File: config.mk
export PLATFORM = sky130hd
export DESIGN_NAME = periph_soc
export DESIGN_NICKNAME = d
export VERILOG_FILES = /design/src/rtl/types_soc_pkg.sv /design/src/rtl/types_apb_pkg.sv /design/src/rtl/periph_soc.sv /design/src/rtl/apb_pnp.sv /design/src/rtl/apb_irqctrl.sv /design/src/rtl/apb_timer.sv /design/src/rtl/apb_gpio.sv /design/src/rtl/apb_bus1.sv
export VERILOG_INCLUDE_DIRS = /design/src /design/src/rtl
export SDC_FILE = /design/constraint.sdc
export NUM_CORES = 1
export LEC_CHECK = 0
export BUFFER_PORTS_ARGS = -buffer_cell sky130_fd_sc_hd__buf_2
export CAP_MARGIN = 20
export CORE_MARGIN = 2
export CORE_UTILIZATION = 30
export DETAILED_ROUTE_END_ITERATION = 10
export PLACE_DENSITY = 0.57
export SYNTH_ARGS = -nofsm -noshare
export SYNTH_HDL_FRONTEND = slang
export SYNTH_SLANG_ARGS = --single-unit
File: constraint.sdc
create_clock -name i_sys_clk -period 2.8 [get_ports i_sys_clk]
set_input_delay 0.14 -clock i_sys_clk [delete_from_list [all_inputs] [get_ports i_sys_clk]]
set_output_delay 0.14 -clock i_sys_clk [all_outputs]
set_load 0.01 [all_outputs]
File: src/rtl/soc_cfg_macros.svh
// Global sizes and identifiers of the peripheral subsystem, included by the packages and RTL
`ifndef SOC_CFG_MACROS_SVH
`define SOC_CFG_MACROS_SVH

// Number of GPIO pins on the single GPIO block
`define SOC_GPIO_WIDTH 12

// APB slave slots behind the decoder
`define SOC_PSLV_TOTAL 4

// Interrupt sources including id 0, which means no interrupt
`define SOC_IRQ_TOTAL 16

// Bits needed to hold one interrupt source id
`define SOC_IRQ_ID_WIDTH 4

// Hardware identifier reported by the descriptor block
`define SOC_HW_ID 32'hB41F_0C01

// Address bit ranges of the APB map
`define SOC_APB_PAGE_MSB 15
`define SOC_APB_PAGE_LSB 12
`define SOC_APB_REG_MSB 11
`define SOC_APB_REG_LSB 2

`endif
File: src/rtl/types_soc_pkg.sv
// Slot indices, address map, device descriptors and interrupt ids shared across the subsystem
`include "soc_cfg_macros.svh"

package types_soc_pkg;

    // APB slave slot numbering
    typedef enum logic [1:0] {
        PSLV_GPIO    = 2'd0,
        PSLV_TIMER   = 2'd1,
        PSLV_IRQCTRL = 2'd2,
        PSLV_PNP     = 2'd3
    } pslv_idx_e;

    // Descriptor of one slot; page is address bits 15..12
    typedef struct packed {
        logic [15:0] dev_id;
        logic [3:0] page;
    } dev_config_type;

    typedef dev_config_type [`SOC_PSLV_TOTAL-1:0] dev_config_vector;

    // Address map, one page per slot in slot order
    localparam dev_config_vector soc_map = {
        dev_config_type'{dev_id: 16'h0504, page: 4'h3},   // PNP
        dev_config_type'{dev_id: 16'h0503, page: 4'h2},   // IRQCTRL
        dev_config_type'{dev_id: 16'h0502, page: 4'h1},   // TIMER
        dev_config_type'{dev_id: 16'h0501, page: 4'h0}    // GPIO
    };

    typedef logic [`SOC_IRQ_ID_WIDTH-1:0] irq_id_t;

    // GPIO pin n raises id SOC_IRQ_GPIO0 + n
    localparam irq_id_t SOC_IRQ_GPIO0 = 4'd1;
    localparam irq_id_t SOC_IRQ_PNP = 4'd13;

endpackage: types_soc_pkg

File: src/rtl/types_apb_pkg.sv
// APB transfer and response structs plus slot vectors, imported by the decoder, slaves and testbench
`include "soc_cfg_macros.svh"

package types_apb_pkg;

    // Register data as seen on the bus
    typedef logic [31:0] apb_data_t;

    // Master to slave
    typedef struct packed {
        logic psel;
        logic penable;
        logic pwrite;
        logic [31:0] paddr;
        apb_data_t pwdata;
    } apb_in_type;

    // Slave to master
    typedef struct packed {
        logic pready;
        logic pslverr;
        apb_data_t prdata;
    } apb_out_type;

    // One entry per slave slot, index 0 in the low bits
    typedef apb_in_type [`SOC_PSLV_TOTAL-1:0] apb_in_vector;
    typedef apb_out_type [`SOC_PSLV_TOTAL-1:0] apb_out_vector;

endpackage: types_apb_pkg

File: src/rtl/periph_soc.sv
// Peripheral subsystem top: APB decoder, GPIO, timer, interrupt controller and descriptor block
`include "soc_cfg_macros.svh"
`timescale 1ns/1ps

module periph_soc
    import types_apb_pkg::*;
    import types_soc_pkg::*;
(
    input logic i_sys_clk,                      // System/bus clock
    input logic i_rst_n,
    input apb_in_type i_apbi,                   // External APB master
    output apb_out_type o_apbo,
    input logic [`SOC_GPIO_WIDTH-1:0] i_gpio,
    output logic [`SOC_GPIO_WIDTH-1:0] o_gpio,
    output logic [`SOC_GPIO_WIDTH-1:0] o_gpio_dir,
    output logic o_mtip,                        // Machine timer interrupt
    output logic o_meip                         // Machine external interrupt
);

    apb_in_vector apbi;
    apb_out_vector apbo;
    logic [`SOC_GPIO_WIDTH-1:0] wb_irq_gpio;
    logic w_irq_pnp;
    logic [`SOC_IRQ_TOTAL-1:0] wb_ext_irqs;

    apb_bus1 bus1 (
        .i_clk(i_sys_clk),
        .i_rst_n(i_rst_n),
        .i_apbi(i_apbi),
        .o_apbo(o_apbo),
        .o_apbi(apbi),
        .i_apbo(apbo)
    );

    apb_gpio gpio0 (
        .i_clk(i_sys_clk),
        .i_rst_n(i_rst_n),
        .i_apbi(apbi[PSLV_GPIO]),
        .o_apbo(apbo[PSLV_GPIO]),
        .i_gpio(i_gpio),
        .o_gpio(o_gpio),
        .o_gpio_dir(o_gpio_dir),
        .o_irq(wb_irq_gpio)
    );

    apb_timer timer0 (
        .i_clk(i_sys_clk),
        .i_rst_n(i_rst_n),
        .i_apbi(apbi[PSLV_TIMER]),
        .o_apbo(apbo[PSLV_TIMER]),
        .o_mtip(o_mtip)
    );

    apb_irqctrl irqctrl0 (
        .i_clk(i_sys_clk),
        .i_rst_n(i_rst_n),
        .i_apbi(apbi[PSLV_IRQCTRL]),
        .o_apbo(apbo[PSLV_IRQCTRL]),
        .i_irq_request(wb_ext_irqs),
        .o_meip(o_meip)
    );

    apb_pnp pnp0 (
        .i_clk(i_sys_clk),
        .i_rst_n(i_rst_n),
        .i_apbi(apbi[PSLV_PNP]),
        .o_apbo(apbo[PSLV_PNP]),
        .o_irq(w_irq_pnp)
    );

    // Interrupt source map of the controller
    always_comb
    begin: comb_proc
        logic [`SOC_IRQ_TOTAL-1:0] vb_ext_irqs;

        vb_ext_irqs = '0;
        vb_ext_irqs[0] = 1'b0;                  // Id 0 means no interrupt
        vb_ext_irqs[SOC_IRQ_GPIO0 +: `SOC_GPIO_WIDTH] = wb_irq_gpio;
        vb_ext_irqs[SOC_IRQ_PNP] = w_irq_pnp;
        vb_ext_irqs[`SOC_IRQ_TOTAL-1:SOC_IRQ_PNP+1] = '0;
        wb_ext_irqs = vb_ext_irqs;
    end: comb_proc

endmodule: periph_soc

File: src/rtl/apb_pnp.sv
// Descriptor slave: hardware id, slot count, per-slot map entries and a software interrupt bit
`include "soc_cfg_macros.svh"
`timescale 1ns/1ps

module apb_pnp
    import types_apb_pkg::*;
    import types_soc_pkg::*;
(
    input logic i_clk,
    input logic i_rst_n,
    input apb_in_type i_apbi,
    output apb_out_type o_apbo,
    output logic o_irq
);

    logic r_swirq;
    logic [9:0] w_reg;
    dev_config_type w_desc;

    assign w_reg = i_apbi.paddr[`SOC_APB_REG_MSB:`SOC_APB_REG_LSB];
    assign w_desc = soc_map[w_reg[1:0]];     // Offsets 4..7 select slot 0..3

    always_ff @(posedge i_clk or negedge i_rst_n)
    begin
        if (!i_rst_n)
        begin
            r_swirq <= 1'b0;
        end
        else if (i_apbi.psel && i_apbi.penable && i_apbi.pwrite && (w_reg == 10'd2))
        begin
            r_swirq <= i_apbi.pwdata[0];
        end
    end

    always_comb
    begin: read_proc
        o_apbo = '0;
        o_apbo.pready = i_apbi.psel & i_apbi.penable;
        case (w_reg)
        10'd0: o_apbo.prdata = `SOC_HW_ID;
        10'd1: o_apbo.prdata = apb_data_t'(`SOC_PSLV_TOTAL);
        10'd2: o_apbo.prdata = apb_data_t'(r_swirq);
        10'd4, 10'd5, 10'd6, 10'd7:
            o_apbo.prdata = {w_desc.dev_id, 12'h000, w_desc.page};
        default: o_apbo.prdata = '0;
        endcase
    end: read_proc

    assign o_irq = r_swirq;

endmodule: apb_pnp

File: src/rtl/apb_irqctrl.sv
// Reduced PLIC-style slave: latched pending bits, enable mask and a claim register
`include "soc_cfg_macros.svh"
`timescale 1ns/1ps

module apb_irqctrl
    import types_apb_pkg::*;
    import types_soc_pkg::*;
(
    input logic i_clk,
    input logic i_rst_n,
    input apb_in_type i_apbi,
    output apb_out_type o_apbo,
    input logic [`SOC_IRQ_TOTAL-1:0] i_irq_request,
    output logic o_meip
);

    logic [`SOC_IRQ_TOTAL-1:0] r_pending;
    logic [`SOC_IRQ_TOTAL-1:0] r_enable;
    logic r_meip;
    logic [`SOC_IRQ_TOTAL-1:0] w_active;
    irq_id_t w_claim_id;
    logic [`SOC_IRQ_TOTAL-1:0] w_claim_mask;
    logic w_access;
    logic [9:0] w_reg;

    assign w_access = i_apbi.psel & i_apbi.penable;
    assign w_reg = i_apbi.paddr[`SOC_APB_REG_MSB:`SOC_APB_REG_LSB];

    // Id 0 never counts as a source
    assign w_active = r_pending & r_enable & ~`SOC_IRQ_TOTAL'(1);

    // Lowest-numbered active id wins
    always_comb
    begin: claim_proc
        irq_id_t v_id;

        v_id = '0;
        for (int i = `SOC_IRQ_TOTAL-1; i >= 1; i--)
        begin
            if (w_active[i])
            begin
                v_id = irq_id_t'(i);
            end
        end
        w_claim_id = v_id;
    end: claim_proc

    always_comb
    begin: clear_proc
        w_claim_mask = '0;
        if (w_access && !i_apbi.pwrite && (w_reg == 10'd2))
        begin
            w_claim_mask[w_claim_id] = (w_claim_id != '0);   // Claim read clears its bit
        end
    end: clear_proc

    always_ff @(posedge i_clk or negedge i_rst_n)
    begin
        if (!i_rst_n)
        begin
            r_pending <= '0;
            r_enable <= '0;
            r_meip <= 1'b0;
        end
        else
        begin
            r_pending <= (r_pending & ~w_claim_mask) | i_irq_request;
            r_meip <= |w_active;
            if (w_access && i_apbi.pwrite && (w_reg == 10'd1))
            begin
                r_enable <= i_apbi.pwdata[`SOC_IRQ_TOTAL-1:0];
            end
        end
    end

    always_comb
    begin: read_proc
        o_apbo = '0;
        o_apbo.pready = w_access;
        case (w_reg)
        10'd0: o_apbo.prdata = apb_data_t'(r_pending);
        10'd1: o_apbo.prdata = apb_data_t'(r_enable);
        10'd2: o_apbo.prdata = apb_data_t'(w_claim_id);
        default: o_apbo.prdata = '0;
        endcase
    end: read_proc

    assign o_meip = r_meip;

endmodule: apb_irqctrl

File: src/rtl/apb_timer.sv
// Machine timer slave: free-running 64-bit mtime, mtimecmp and a registered timer interrupt level
`timescale 1ns/1ps

module apb_timer
    import types_apb_pkg::*;
(
    input logic i_clk,
    input logic i_rst_n,
    input apb_in_type i_apbi,
    output apb_out_type o_apbo,
    output logic o_mtip
);

    logic [63:0] r_mtime;
    logic [63:0] r_mtimecmp;
    logic r_mtip;
    logic w_wr;
    logic [9:0] w_reg;

    assign w_wr = i_apbi.psel & i_apbi.penable & i_apbi.pwrite;
    assign w_reg = i_apbi.paddr[11:2];

    always_ff @(posedge i_clk or negedge i_rst_n)
    begin
        if (!i_rst_n)
        begin
            r_mtime <= '0;
            r_mtimecmp <= '1;                   // Quiet until software programs it
            r_mtip <= 1'b0;
        end
        else
        begin
            r_mtime <= r_mtime + 64'd1;
            r_mtip <= (r_mtime >= r_mtimecmp);
            if (w_wr && (w_reg == 10'd2))
            begin
                r_mtimecmp[31:0] <= i_apbi.pwdata;
            end
            if (w_wr && (w_reg == 10'd3))
            begin
                r_mtimecmp[63:32] <= i_apbi.pwdata;
            end
        end
    end

    always_comb
    begin: read_proc
        o_apbo = '0;
        o_apbo.pready = i_apbi.psel & i_apbi.penable;
        case (w_reg)
        10'd0: o_apbo.prdata = r_mtime[31:0];
        10'd1: o_apbo.prdata = r_mtime[63:32];
        10'd2: o_apbo.prdata = r_mtimecmp[31:0];
        10'd3: o_apbo.prdata = r_mtimecmp[63:32];
        default: o_apbo.prdata = '0;
        endcase
    end: read_proc

    assign o_mtip = r_mtip;

endmodule: apb_timer

File: src/rtl/apb_gpio.sv
// GPIO slave: synchronized inputs, output and direction registers, rising-edge interrupt per pin
`include "soc_cfg_macros.svh"
`timescale 1ns/1ps

module apb_gpio
    import types_apb_pkg::*;
(
    input logic i_clk,
    input logic i_rst_n,
    input apb_in_type i_apbi,
    output apb_out_type o_apbo,
    input logic [`SOC_GPIO_WIDTH-1:0] i_gpio,
    output logic [`SOC_GPIO_WIDTH-1:0] o_gpio,
    output logic [`SOC_GPIO_WIDTH-1:0] o_gpio_dir,   // 1 = output
    output logic [`SOC_GPIO_WIDTH-1:0] o_irq         // One-cycle pulse per edge
);

    logic [`SOC_GPIO_WIDTH-1:0] r_sync1;
    logic [`SOC_GPIO_WIDTH-1:0] r_input;             // Second synchronizer stage
    logic [`SOC_GPIO_WIDTH-1:0] r_input_d;
    logic [`SOC_GPIO_WIDTH-1:0] r_output;
    logic [`SOC_GPIO_WIDTH-1:0] r_dir;
    logic [`SOC_GPIO_WIDTH-1:0] r_ie;
    logic [`SOC_GPIO_WIDTH-1:0] r_irq;
    logic w_wr;

    assign w_wr = i_apbi.psel & i_apbi.penable & i_apbi.pwrite;

    always_ff @(posedge i_clk or negedge i_rst_n)
    begin
        if (!i_rst_n)
        begin
            r_sync1 <= '0;
            r_input <= '0;
            r_input_d <= '0;
            r_output <= '0;
            r_dir <= '0;
            r_ie <= '0;
            r_irq <= '0;
        end
        else
        begin
            r_sync1 <= i_gpio;
            r_input <= r_sync1;
            r_input_d <= r_input;
            r_irq <= r_input & ~r_input_d & r_ie;    // Enabled rising edges only
            if (w_wr)
            begin
                case (i_apbi.paddr[`SOC_APB_REG_MSB:`SOC_APB_REG_LSB])
                10'd1: r_output <= i_apbi.pwdata[`SOC_GPIO_WIDTH-1:0];
                10'd2: r_dir <= i_apbi.pwdata[`SOC_GPIO_WIDTH-1:0];
                10'd3: r_ie <= i_apbi.pwdata[`SOC_GPIO_WIDTH-1:0];
                default: ;                           // Input register is read-only
                endcase
            end
        end
    end

    always_comb
    begin: read_proc
        o_apbo = '0;
        o_apbo.pready = i_apbi.psel & i_apbi.penable;
        case (i_apbi.paddr[`SOC_APB_REG_MSB:`SOC_APB_REG_LSB])
        10'd0: o_apbo.prdata = apb_data_t'(r_input);
        10'd1: o_apbo.prdata = apb_data_t'(r_output);
        10'd2: o_apbo.prdata = apb_data_t'(r_dir);
        10'd3: o_apbo.prdata = apb_data_t'(r_ie);
        default: o_apbo.prdata = '0;
        endcase
    end: read_proc

    assign o_gpio = r_output;
    assign o_gpio_dir = r_dir;
    assign o_irq = r_irq;

endmodule: apb_gpio

File: src/rtl/apb_bus1.sv
// APB decoder: routes the single master port to the slave slots and errors on unmapped addresses
`include "soc_cfg_macros.svh"
`timescale 1ns/1ps

module apb_bus1
    import types_apb_pkg::*;
    import types_soc_pkg::*;
(
    input logic i_clk,
    input logic i_rst_n,
    input apb_in_type i_apbi,           // From the external master
    output apb_out_type o_apbo,         // Back to the external master
    output apb_in_vector o_apbi,        // Fan-out to the slots
    input apb_out_vector i_apbo         // Slot responses
);

    logic w_hit;
    pslv_idx_e w_idx;
    logic r_err;                        // Unmapped transfer seen in setup

    // Page decode against the shared map
    always_comb
    begin: decode_proc
        logic v_hit;
        pslv_idx_e v_idx;

        v_hit = 1'b0;
        v_idx = PSLV_GPIO;
        for (int i = 0; i < `SOC_PSLV_TOTAL; i++)
        begin
            if ((i_apbi.paddr[31:16] == 16'h0000) &&
                (i_apbi.paddr[`SOC_APB_PAGE_MSB:`SOC_APB_PAGE_LSB] == soc_map[i].page))
            begin
                v_hit = 1'b1;
                v_idx = pslv_idx_e'(i);
            end
        end
        w_hit = v_hit;
        w_idx = v_idx;
    end: decode_proc

    // Only the decoded slot sees psel
    always_comb
    begin: fanout_proc
        for (int i = 0; i < `SOC_PSLV_TOTAL; i++)
        begin
            o_apbi[i] = i_apbi;
            o_apbi[i].psel = i_apbi.psel & w_hit & (w_idx == pslv_idx_e'(i));
        end
    end: fanout_proc

    always_comb
    begin: resp_proc
        o_apbo = '0;
        if (r_err)
        begin
            o_apbo.pready = 1'b1;       // Local error answer, prdata stays zero
            o_apbo.pslverr = 1'b1;
        end
        else if (w_hit)
        begin
            o_apbo = i_apbo[w_idx];
        end
    end: resp_proc

    // Flag raised at the end of setup so the error lands in the access cycle
    always_ff @(posedge i_clk or negedge i_rst_n)
    begin
        if (!i_rst_n)
        begin
            r_err <= 1'b0;
        end
        else
        begin
            r_err <= i_apbi.psel & ~i_apbi.penable & ~w_hit;
        end
    end

endmodule: apb_bus1

==> After elaboration in Yosys (flattened, before gate mapping) <==
Index checks and enable logic that the tools add are counted.
{ "totals": {"regBits": 248, "in_bits": 81, "output_inout_bits": 60, "word_cells": 119} }
{ "op_classes": {"add_sub_neg": 1, "magnitude_cmp": 5, "eq_ne": 13, "mux": 36, "bitwise_logic": 23, "reduce_logical": 25} }
{ "ops": {"columns": ["op", "count"], "rows": [
  ["32-bit case mux with 4 select lines", 2],
  ["34-bit binary-select mux with 2-bit select", 1],
  ["34-bit two-way mux", 2],
  ["64-bit by 1-bit adder with 64-bit output, second input constant", 1],
  ["64-bit >= comparator", 1],
  ["4-bit two-way mux", 15],
  ["16-bit bitwise AND", 3],
  ["12-bit case mux with 4 select lines", 1],
  ["16-bit case mux with 3 select lines", 1],
  ["20-bit binary-select mux with 2-bit select", 1],
  ["10-bit by 3-bit equality test with 1-bit output, second input constant", 4],
  ["32-bit two-way mux", 1],
  ["12-bit bitwise AND", 2],
  ["10-bit by 2-bit equality test with 1-bit output, second input constant", 2],
  ["20-bit two-way mux", 1],
  ["16-bit logical NOT", 1],
  ["16-bit two-way mux", 1],
  ["16-bit inverter", 1],
  ["16-bit by 14-bit bitwise OR with 16-bit output", 1],
  ["15-bit OR reduction", 1],
  ["1-bit logical AND", 14],
  ["1-bit bitwise AND", 13],
  ["12-bit inverter", 1],
  ["10-bit by 1-bit equality test with 1-bit output, second input constant", 1],
  ["18 further kinds", 31]
]} }

==> Logic depth before layout (Yosys ltp) <==
Gate-level depths: netlist of the first run.
{ "logic_depth": {"ltp_word": 25, "mapped_depth": 11, "ltp_nobuf": 9} }

==> By module <==
Synthesis of the first run repeated with hierarchy kept, for this count alone.
{ "unflattened": {"cells_unflattened": 1705, "hier_area_um2": 17015.1} }
{ "modules_own_cells": {"columns": ["mod", "n_inst", "cells_each", "area_per_inst_um2", "seq_area_each_um2"], "rows": [
  ["apb_timer", 1, 722, 7616.1, 3308.2],
  ["apb_bus1", 1, 507, 3549.7, 25.0],
  ["apb_gpio", 1, 207, 3344.5, 2102.0],
  ["apb_irqctrl", 1, 210, 2047.0, 825.8],
  ["apb_pnp", 1, 58, 454.2, 25.0],
  ["periph_soc", 1, 1, 3.8, 0.0]
]} }

==> Worst setup path before layout of the first run <==
OpenSTA, ideal clock, no wires.
{ "synth_timing": {"path_type": "input to output", "startpoint": "input port i_apbi[39] (netlist name)", "endpoint": "output port o_apbo[0] (netlist name)", "arrival_time_ps": 2097, "t_required_ps": 2660, "slack_ps": 563, "stages": 8, "n_path_buf": 1, "cell_sequence": "or4_4 or3_1 nor2_1 buf_2 nand2_1 o211ai_1 a21oi_1 a2111oi_1"} }
{ "synth_rtl": {"columns": ["item", "line_no", "rtl"], "rows": [
  ["start, declared", "periph_soc.sv:11", "input apb_in_type i_apbi,"],
  ["end, declared", "periph_soc.sv:12", "output apb_out_type o_apbo,"]
]} }

==> results of run 1 <==
-- layout by cell type (no fill, tap or decap), types with 9 or more instances in the layout --
cell / synthesis / final
buf_2: 17 / 137
o21ai_0: 36 / 35
dfstp_2: 64 / 64
ha_1: 69 / 69
clkbuf_16: 0 / 30
o211ai_1: 10 / 10
nand4_1: 28 / 28
mux2_4: 10 / 10
a21o_1: 20 / 20
and4_1: 14 / 14
nand2_1: 98 / 98
and3_1: 12 / 12
a22oi_1: 66 / 66
xor2_1: 18 / 18
nor2_1: 72 / 71
buf_12: 0 / 9
dlygate4sd3_1: 0 / 47
nor3_1: 23 / 21
inv_1: 73 / 73
a21oi_1: 57 / 57
dfrtp_1: 183 / 183
a222oi_1: 12 / 12
nand3_1: 47 / 47
mux2_2: 101 / 101
xnor2_1: 44 / 44
buf_4: 5 / 47
-- power groups by stage --
| stage | logic [mW] | clock network [mW] | registers [mW] |
|---|---|---|---|
| after floorplan | 0.0428 | 0 | 3.67 |
| after global placement | 0.239 | 0 | 3.68 |
| after detailed placement | 0.243 | 0 | 3.68 |
| after CTS | 0.296 | 4.00 | 3.62 |
| after global routing | 0.322 | 4.16 | 3.62 |
| final | 0.290 | 3.92 | 3.62 |
-- cells in the mapped netlist (6+ instances only) --
library cell  count  area [um2]
ha_1             69         863
nand2_1          98         368
dfstp_2          64        1680
a21oi_1          57         285
a21o_1           20         150
nand4_1          28         175
o21ai_0          36         180
nand2b_1          8        50.1
inv_1            73         274
buf_6             7        78.8
clkbuf_1         19        71.3
xnor2_1          44         385
a211oi_1          8        60.1
and3_1           12        75.1
a22oi_1          66         495
a222oi_1         12         120
mux2_4           10         150
xor2_1           18         158
a21boi_0          6        45.0
nor2_1           72         270
buf_2            17        85.1
nand3_1          47         235
dfrtp_1         183        4580
o211ai_1         10        75.1
and2_1            8        50.1
o22ai_1           6        37.5
or3_1             6        37.5
mux2_2          101        1140
and4_1           14         123
mux2_1            6        67.6
nor3_1           23         115
nor2b_1           7        43.8
-- what timing repair did --
item	in CTS	in global routing
setup buffers	0	3
endpoints found under the hold margin	182	0
gates resized for setup	3	2
endpoints found under the setup margin	2	1
hold buffers	47	0
-- cells by family after synthesis --
logic type	count (synthesis)	synth area share
DFF	247	0.480
adders and majority gates	69	0.0661
and+or+nand+nor	347	0.134
AOI/OAI and AO/OA	255	0.133
buffers and inverters	121	0.0419
muxes	117	0.104
xor gates and xnor gates	62	0.0416
-- final cells by class --
cell class | count | area (um2) | share of cell area
tap | 585 | 732 | 0.0450
sequential | 247 | 6260 | 0.385
clock inverter | 11 | 171 | 0.0105
clock buffer | 41 | 842 | 0.0517
timing repair buffer | 241 | 1700 | 0.105
multi-input combinational | 850 | 6290 | 0.387
inverter | 73 | 274 | 0.0168
-- metrics by stage --
stage                     hold slack (ns)  setup WS [ns]  utilization  power [mW]  instance area [um2]
after floorplan                    -0.156          0.563            -        3.72                13100
after global placement              0.229          0.139        0.343        3.92                14700
after detailed placement            0.226          0.136        0.343        3.92                14700
after CTS                           0.102         0.0254        0.378        7.91                16200
after global routing                0.151        0.00137        0.379        8.10                16300
final                               0.153         0.0858        0.379        7.83                16300
-- path summary, 6_finish.rpt --
check	cells past startpoint	end	slack, ns	from
worst max-delay path	8	o_apbo[0]	0.09	irqctrl0.r_pending[7]$_DFF_PN0_
worst min-delay path	4	pnp0.o_irq$_DFFE_PN0P_	0.15	i_apbi[64]
worst max register to register	9	timer0.o_mtip$_DFF_PN0_	0.27	timer0.r_mtimecmp[3]$_DFFE_PN1P_
worst min register to register	0	gpio0.r_input[8]$_DFF_PN0_	0.34	gpio0.r_sync1[8]$_DFF_PN0_
max in group asynchronous	3	timer0.r_mtimecmp[27]$_DFFE_PN1P_	1.68	i_rst_n
min in group asynchronous	2	gpio0.r_sync1[7]$_DFF_PN0_	0.16	i_rst_n
-- routing by layer --
metal	share of wire	GRT usage	up-vias
met4	0.024	0.0545	0
met1	0.46	0.250	5287
met2	0.46	0.285	325
met3	0.064	0.0318	55
li1	-	-	4871
met5	0	0	-
-- worst max-delay path: cells and delay by family, from the launching register on --
family / cells / cell delay [ns]
AOI/OAI and AO/OA: 5 / 1.27
and+or+nand+nor: 2 / 0.15
buffers and inverters: 1 / 0.20
DFF: 1 / 0.37
-- registers in the layout (all words and copies together) (netlist names) --
register / flops
gpio0.r_input: 12
irqctrl0.r_enable: 16
timer0.r_mtimecmp: 64
gpio0.o_gpio_dir: 12
gpio0.o_gpio: 12
timer0.o_mtip: 1
bus1.r_err: 1
gpio0.r_sync1: 12
pnp0.o_irq: 1
irqctrl0.r_pending: 15
gpio0.o_irq: 12
timer0.r_mtime: 64
irqctrl0.o_meip: 1
gpio0.r_input_d: 12
gpio0.r_ie: 12
==> impl_metrics.ini, run 1 <==
[cells_and_area]
fillers = 4272
drive_above_1_share = 0.297
fin_cells = 2048
antenna_cells = 0
syn_to_final_growth_pct = 24.7
final_nets = 1591

[worst_setup_path]
critPathMaxStageDelay_ns = 0.37
critical_path_peak_fanout = 3
path_cells = nand2_1, a32o_1, a22o_1, o21ai_2, nand2_1, a21o_1, a2111oi_4, buf_2
timing_worst_setup_path_type = register to output pin
crit_required_ns = 2.66
worstSetupStartpointType = register
worst_path_max_delay_cell = dfrtp_1
crit_arrival_ns = 2.57
endpoint_kind = output pin
crit_top_cell = nand2_1

[clocking]
htree_levels = 1
clk_transition_reported_paths_ns = 0.06
clock_path_buffers = 3
clock_latency_ns = 0.58
cts_tree = built
numClockSinks = 247
root_buffer = clkbuf_16
cts_made_buffers = 28

[timing]
hold_viol_final = 0
setup_violations = 0
fin_setup_tns_ns = 0
drv_slew = 0
worst_clock_skew_ns = 0.0320
rsz0062_at_grt = no
period_needed_ns = 2.71
worstMarginPinSlew_ns = 0.788
post-route-period-util = 0.969
slew_headroom = 0.475
max_freq_ghz = 0.368

[pwr]
p_per_area_nw_per_um2 = 481
comb_power_share = 0.037
p_int_mw = 6.10
power.leakage_nw = 7.43
seqPwrFrac = 0.462
sw_frac_of_total = 0.221
peakVddDrop_uv = 399
p_clk_frac = 0.501
p_switching_mw = 1.73

[yosys]
ys_warn_count = 0
synthesis.nets = 1368
netlist_area_um2 = 13100
syn_inst = 1218
synth_seq_cells = 247
yosysUniqueCellTypes = 65
synthesis.area_per_instance_um2 = 10.7
synth_enable_flop_cells = 0
yosysSeqAreaShare = 0.480
synthArstFlopShare = 1.00
ys.flop_type = dfrtp_1

[floorplan]
die_w_um = 213
die-area_um2 = 45200
coreArea_um2 = 43000
rows = 76
ioPinCount = 141
start_util = 0.304
die_h_um = 213

[global_routing]
grt_max_degree = 97
grt_pass1_vias = 10600
grt_pass1_wl_mm = 62.4
antenna_found_initial = 0
overflow = 0
track_usage = 0.180

[drt]
dr_total_vias = 10500
drtIter0Drc = 784
postRouteAntennaNets = 0
first_pass_iters = 6
drc = 0
wl_per_cell_um = 19.8
vias_per_cell = 5.15
routed_wl_mm = 40.6

[worst_hold_path]
hp-class = primary input to register

[place]
place_hpwl_mm = 29.7
portBuffers = 138
dp.cells = 1946
gp_congestion = 0.911

[outcome]
status = complete, no violations

[run]
cap_violations = 0
(Power assumes the default switching activity.)
==> run 2, diff against run 1 <==
--- a/config.mk
+++ b/config.mk
@@ -6,6 +6,7 @@
 export SDC_FILE = /design/constraint.sdc
 export NUM_CORES = 1
 export LEC_CHECK = 0
+export ABC_AREA = 1
 export BUFFER_PORTS_ARGS = -buffer_cell sky130_fd_sc_hd__buf_2
 export CAP_MARGIN = 20
 export CORE_MARGIN = 2
==> run 2 against run 1 <==
  * Sequential power is essentially flat
  * Clock skew fell by 0.017 ns
  * Critical path depth increased by 7
  * Flip-flop and latch count did not move
  * Non-clock buffer count down 19
  * Critical path type is now primary input to output pin
  * Critical endpoint is now o_apbo[15]
  * Largest power group unchanged
==> impl_metrics.ini, run 2 <==
[outcome]
status = complete, no violations

[yosys]
yosysUniqueCellTypes = 56
synth_enable_flop_cells = 0
yosysMostFrequentCell = nand2_1
ys_warn_count = 0
synthArstFlopShare = 1.00
ys.flop_type = dfrtp_1
synthesis.area_per_instance_um2 = 8.36
yosysSeqAreaShare = 0.461
synthTopCellsByCount = nand2_1 (375), inv_1 (223), dfrtp_1 (183), o21ai_1 (105), a21oi_1 (81)
synth_top_area_share = 0.337
synth_top_cell_by_area = dfrtp_1
synth_area_leaders = dfrtp_1 (34%), dfstp_2 (12%), nand2_1 (10%), ha_1 (6.4%), inv_1 (6.2%)
synthesis.nets = 1773
syn_inst = 1623
netlist_area_um2 = 13600
synth_seq_cells = 247

[clocking]
htree_levels = 1
clock_path_buffers = 3
cts_made_buffers = 28
clk_transition_reported_paths_ns = 0.06
cts_tree = built
root_buffer = clkbuf_16
clock_latency_ns = 0.56
numClockSinks = 247

[worst_setup_path]
critPathMaxStageDelay_ns = 0.35
timing_worst_setup_path_type = primary input to output pin
critPathBufInv = 6
crit_required_ns = 2.66
path_cells = buf_2, nor2_1, inv_1, nor3_1, inv_2, nand4_1, nand2_1, clkinv_2, nand2_4, clkinv_2, nand2_1, nand2_1, nand2_1, a21oi_1, buf_2
crit_top_cell = nand2_1
cpLargestDelayFamily = simple AND/OR/NAND/NOR gates
worstSetupStartpointType = primary input
endpoint_kind = output pin
critical_path_peak_fanout = 15
worst_path_max_delay_cell = nor3_1
crit_arrival_ns = 2.44

[place]
portBuffers = 138
place_hpwl_mm = 35.6
gp_congestion = 0.949

[cells_and_area]
final_common_cell = nand2_1
final_util = 0.371
register_area_um2 = 6260
mostFrequentLayoutCells = nand2_1 (372), inv_1 (223), dfrtp_1 (183)
fillers = 4544
reg_top3 = timer0.r_mtime: 64 flops, timer0.r_mtimecmp: 64 flops, irqctrl0.r_enable: 16 flops
drive_above_1_share = 0.189
multi_input_area_um2 = 6220
final_nets = 1977
syn_to_final_growth_pct = 21.5

[global_routing]
antenna_found_initial = 1
grt_pass1_wl_mm = 72.4
overflow = 0
grt_pass1_vias = 12100
grt_max_degree = 94
track_usage = 0.200

[pwr]
p_clk_frac = 0.488
power.leakage_nw = 7.35
peakVddDrop_uv = 461
comb_power_share = 0.036
p_switching_mw = 1.71
p_per_area_nw_per_um2 = 460
sw_frac_of_total = 0.226
seqPwrFrac = 0.476
p_int_mw = 5.87

[floorplan]
die-area_um2 = 47000
coreArea_um2 = 44400
die_w_um = 217
ioPinCount = 141
die_h_um = 217
rows = 77
start_util = 0.306

[timing]
period_needed_ns = 2.58
hold_viol_final = 0
drv_slew = 0
worstMarginPinSlew_ns = 0.728
worst_clock_skew_ns = 0.0153
slew_headroom = 0.511
fin_setup_tns_ns = 0
post-route-period-util = 0.922
max_freq_ghz = 0.387
setup_violations = 0

[run]
cap_violations = 0

[drt]
postRouteAntennaNets = 0
dr_total_vias = 12000
drc = 0
vias_per_cell = 4.94
first_pass_iters = 6
routed_wl_mm = 46.4
drtIter0Drc = 1123
wl_per_cell_um = 19.0

[worst_hold_path]
hp-class = primary input to register
-- run 2: changes by cell type after synthesis, sizes merged, moves of 16 or more --
cell,previous run,this run
nand2,99,380
a21o,20,4
a22oi,66,0
inv,73,232
xnor2,44,5
o21ai,36,155
nor3,24,57
mux2,117,0
a21oi,57,82
o22ai,6,37
xor2,18,57
-- run 2: layout make-up --
cell class                      instances  share of cell area
Timing Repair Buffer                  222              0.0890
Multi-Input combinational cell       1092               0.377
Antenna cell                            1            0.000152
Inverter                              236              0.0542
Tap cell                              592              0.0449
Clock inverter                         12             0.00925
Sequential cell                       247               0.380
Clock buffer                           38              0.0460
-- run 2: routing by layer --
layer | wire [um] | part of all wire | vias up | GRT usage
met5 | 0 | 0 | - | 0
met3 | 2940 | 0.063 | 83 | 0.0289
li1 | - | - | 5799 | -
met1 | 21600 | 0.46 | 5749 | 0.287
met4 | 1680 | 0.036 | 0 | 0.0760
met2 | 20200 | 0.44 | 411 | 0.305
-- run 2: what timing repair did --
action                                 in CTS  in global routing
setup endpoints to repair                   0                  3
setup buffers                               0                  4
endpoints found under the hold margin     259                  0
hold buffers                               40                  0
resized for setup                           0                  8
-- run 2: power by group through the flow --
stage / clock network [mW] / logic (mW) / registers [mW]
2_1_floorplan: 0 / 0.0463 / 3.67
3_3_place_gp: 0 / 0.229 / 3.67
3_5_place_dp: 0 / 0.233 / 3.67
4_1_cts: 3.78 / 0.276 / 3.61
5_1_grt: 3.94 / 0.302 / 3.61
6_report: 3.70 / 0.270 / 3.61
-- run 2: path summary, 6_finish.rpt --
path                                                    from                                end  slack (ns)  cells after the start
hold / removal                                     i_apbi[8]          gpio0.r_ie[8]$_DFFE_PN0P_        0.03                      3
setup / recovery                                  i_apbi[37]                         o_apbo[15]        0.22                     15
max in group asynchronous                            i_rst_n  timer0.r_mtimecmp[45]$_DFFE_PN1P_        1.90                      3
min in group asynchronous                            i_rst_n        timer0.r_mtime[7]$_DFF_PN0_        0.04                      2
hold reg to reg                   gpio0.r_sync1[7]$_DFF_PN0_         gpio0.r_input[7]$_DFF_PN0_        0.35                      0
setup reg to reg           timer0.r_mtimecmp[63]$_DFFE_PN1P_            timer0.o_mtip$_DFF_PN0_        0.35                      9
-- run 2: cells by family (layout without fill, tap and decap cells) --
logic type | Yosys count | in the layout | synth area share
xor gates and xnor gates | 62 | 62 | 0.0400
other | 0 | 1 | 0
AOI/OAI and AO/OA | 323 | 323 | 0.134
DFF | 247 | 247 | 0.461
buffers and inverters | 284 | 508 | 0.0820
and+or+nand+nor | 638 | 638 | 0.219
adders and majority gates | 69 | 69 | 0.0636
-- run 2: tightest hold or removal path, cell delays in order --
cell	delay (ns)
buf_2	0.08
inv_1	0.16
o21ai_1	0.18
-- run 2: metrics by stage --
step           instances  instance area [um2]  hold WS (ns)  setup slack (ns)  power [mW]
6_report            2440                16500        0.0294             0.217        7.58
5_1_grt             2440                16500        0.0358          -0.00195        7.86
4_1_cts             2435                16400       0.00771            0.0102        7.67
3_5_place_dp        2345                15100        0.0309             0.283        3.91
3_3_place_gp        2345                15100        0.0275             0.309        3.90
2_1_floorplan       1623                13600        -0.156             0.941        3.72
==> run 3, diff against run 2 <==
--- a/config.mk
+++ b/config.mk
@@ -12,7 +12,7 @@
 export CORE_MARGIN = 2
 export CORE_UTILIZATION = 30
 export DETAILED_ROUTE_END_ITERATION = 10
-export PLACE_DENSITY = 0.57
+export PLACE_DENSITY = 0.59
 export SYNTH_ARGS = -nofsm -noshare
 export SYNTH_HDL_FRONTEND = slang
 export SYNTH_SLANG_ARGS = --single-unit
==> constraint.sdc (replaced) <==
create_clock -name i_sys_clk -period 2.3 [get_ports i_sys_clk]
set_input_delay 0.115 -clock i_sys_clk [delete_from_list [all_inputs] [get_ports i_sys_clk]]
set_output_delay 0.115 -clock i_sys_clk [all_outputs]
set_load 0.01 [all_outputs]
==> run 3 against run 2 <==
  * Power up 26%
  * Clock power increased by 29%
  * The flow now finishes with violations (setup timing)
  * Hold slack better by 0.0016 ns
  * Clock skew increased by 0.016 ns
  * Count of clock-buffer cells in the layout is 8 lower
  * Global-route usage increased by 0.71 points
  * Via count increased by 4.9%
  * First-iteration DRC count decreased by 4.5%
  * Critical path type is now register to output pin
  * Utilization increased by 2.2 points
==> impl_metrics.ini, run 3 (synthesis results as in run 2) <==
[clocking]
htree_levels = 1
clock_path_buffers = 3
numClockSinks = 247
cts_tree = built
clock_latency_ns = 0.59
root_buffer = clkbuf_16
cts_made_buffers = 27
clk_transition_reported_paths_ns = 0.07

[timing]
setup_ws_ns = -0.125
max_freq_ghz = 0.412
hold_viol_final = 0
fin_setup_tns_ns = -0.240
worst_clock_skew_ns = 0.0309
slew_headroom = 0.543
rsz0062_at_grt = yes
period_needed_ns = 2.42
post-route-period-util = 1.05
setup_violations = 3
worstMarginPinSlew_ns = 0.685
drv_slew = 0

[global_routing]
grt_max_degree = 82
overflow = 0
grt_util_met3 = 0.0261
track_usage = 0.207
use_met2 = 0.321
use_met1 = 0.303
grt-busiest-layer = met2
grt_pass1_vias = 12400
antenna_found_initial = 0
grt_pass1_wl_mm = 74.8

[pwr]
p_per_area_nw_per_um2 = 545
peakVddDrop_uv = 585
power.leakage_nw = 7.89

[outcome]
violations = setup timing
status = finished with violations

[floorplan]
start_util = 0.306
die_h_um = 217
ioPinCount = 141
coreArea_um2 = 44400
die_w_um = 217
rows = 77
die-area_um2 = 47000

[worst_setup_path]
timing_worst_setup_path_type = register to output pin
worstSetupStartpointType = register
endpoint_kind = output pin
crit_required_ns = 2.18
crit_arrival_ns = 2.31
critical_path_peak_fanout = 2

[cells_and_area]
syn_to_final_growth_pct = 28.7
drive_above_1_share = 0.246
antenna_cells = 0
final_common_cell = nand2_1
reg_top3 = timer0.r_mtime: 64 flops, timer0.r_mtimecmp: 64 flops, irqctrl0.r_enable: 16 flops
fillers = 4477
mostFrequentLayoutCells = nand2_1 (359), inv_1 (220), dfrtp_1 (181)
final_nets = 2062
design_area_um2 = 17500

[place]
gp_congestion = 0.951
placedInstanceArea_um2 = 15700
place_hpwl_mm = 37.3
portBuffers = 138

[drt]
drtIter0Drc = 1073
routed_wl_mm = 48.9
postRouteAntennaNets = 0
first_pass_iters = 5
drc = 0
dr_total_vias = 12600
vias_per_cell = 5.00
wl_per_cell_um = 19.4

[run]
cap_violations = 0

[worst_hold_path]
hp-class = primary input to register
run 3: where the power goes:
group	internal [mW]	switching, mW	total [mW]	leakage [nW]
clock	2.80	1.97	4.78	0.478
sequential	4.38	0.0165	4.40	3.05
combinational	0.133	0.213	0.346	4.35
run 3: final timing paths:
check / from / end / slack (ns) / depth (start not counted)
min in group asynchronous: i_rst_n / timer0.r_mtime[57]$_DFF_PN0_ / 0.16 / 2
max in group asynchronous: i_rst_n / timer0.r_mtimecmp[28]$_DFFE_PN1P_ / 1.33 / 3
setup reg to reg: timer0.r_mtimecmp[17]$_DFFE_PN1P_ / timer0.o_mtip$_DFF_PN0_ / 0.08 / 11
hold reg to reg: gpio0.r_sync1[2]$_DFF_PN0_ / gpio0.r_input[2]$_DFF_PN0_ / 0.34 / 0
setup / recovery: irqctrl0.r_pending[14]$_DFF_PN0_ / o_apbo[0] / -0.12 / 18
hold / removal: i_apbi[2] / gpio0.r_ie[2]$_DFFE_PN0P_ / 0.03 / 3
run 3: critical path: stages, from the launching register on:
cell	delay [ns]
dfrtp_1	0.43
nand2_2	0.09
nand2_1	0.05
nand2_1	0.05
nand2_1	0.05
nand2_1	0.05
nand2_1	0.04
nand2_1	0.07
nand2_2	0.06
nand2_2	0.06
nand2_1	0.04
nand2_1	0.06
nand2_1	0.05
nand2_1	0.05
nand2_1	0.06
nand2_1	0.08
nand2_1	0.07
a21oi_2	0.18
buf_2	0.16
run 3: routing by layer:
metal	vias up	wire length (um)
met2	442	21600
li1	5982	-
met4	0	1380
met5	-	0
met1	6116	22800
met3	88	3010
run 3: what timing repair did:
item,in CTS,in global routing
setup endpoints to repair,14,40
gates cloned,1,0
buffers inserted,8,12
hold buffers,46,0
pin swaps,4,20
hold endpoints to repair,188,0
gates resized for setup,16,46
run 3: final cells by class:
class	instances	area (um2)	area share
clock buffer	30	707	0.0405
clock inverter	20	256	0.0147
inverter	236	897	0.0514
multi-input combinational	1092	6370	0.365
sequential	247	6260	0.359
tap	592	741	0.0424
timing repair buffer	307	2230	0.127
timing repair inverter	1	7.51	0.000430
run 3: per-stage QoR:
step | instances | setup slack [ns] | hold WS [ns] | total power [mW] | util
4_1_cts | 2514 | -0.124 | 0.00607 | 9.58 | 0.388
2_1_floorplan | 1623 | 0.441 | -0.181 | 4.53 | -
3_5_place_dp | 2409 | -0.0547 | 0.174 | 4.76 | 0.353
3_3_place_gp | 2409 | -0.0628 | 0.171 | 4.76 | 0.353
6_report | 2525 | -0.125 | 0.0310 | 9.52 | 0.393
5_1_grt | 2525 | -0.350 | 0.0217 | 9.82 | 0.393
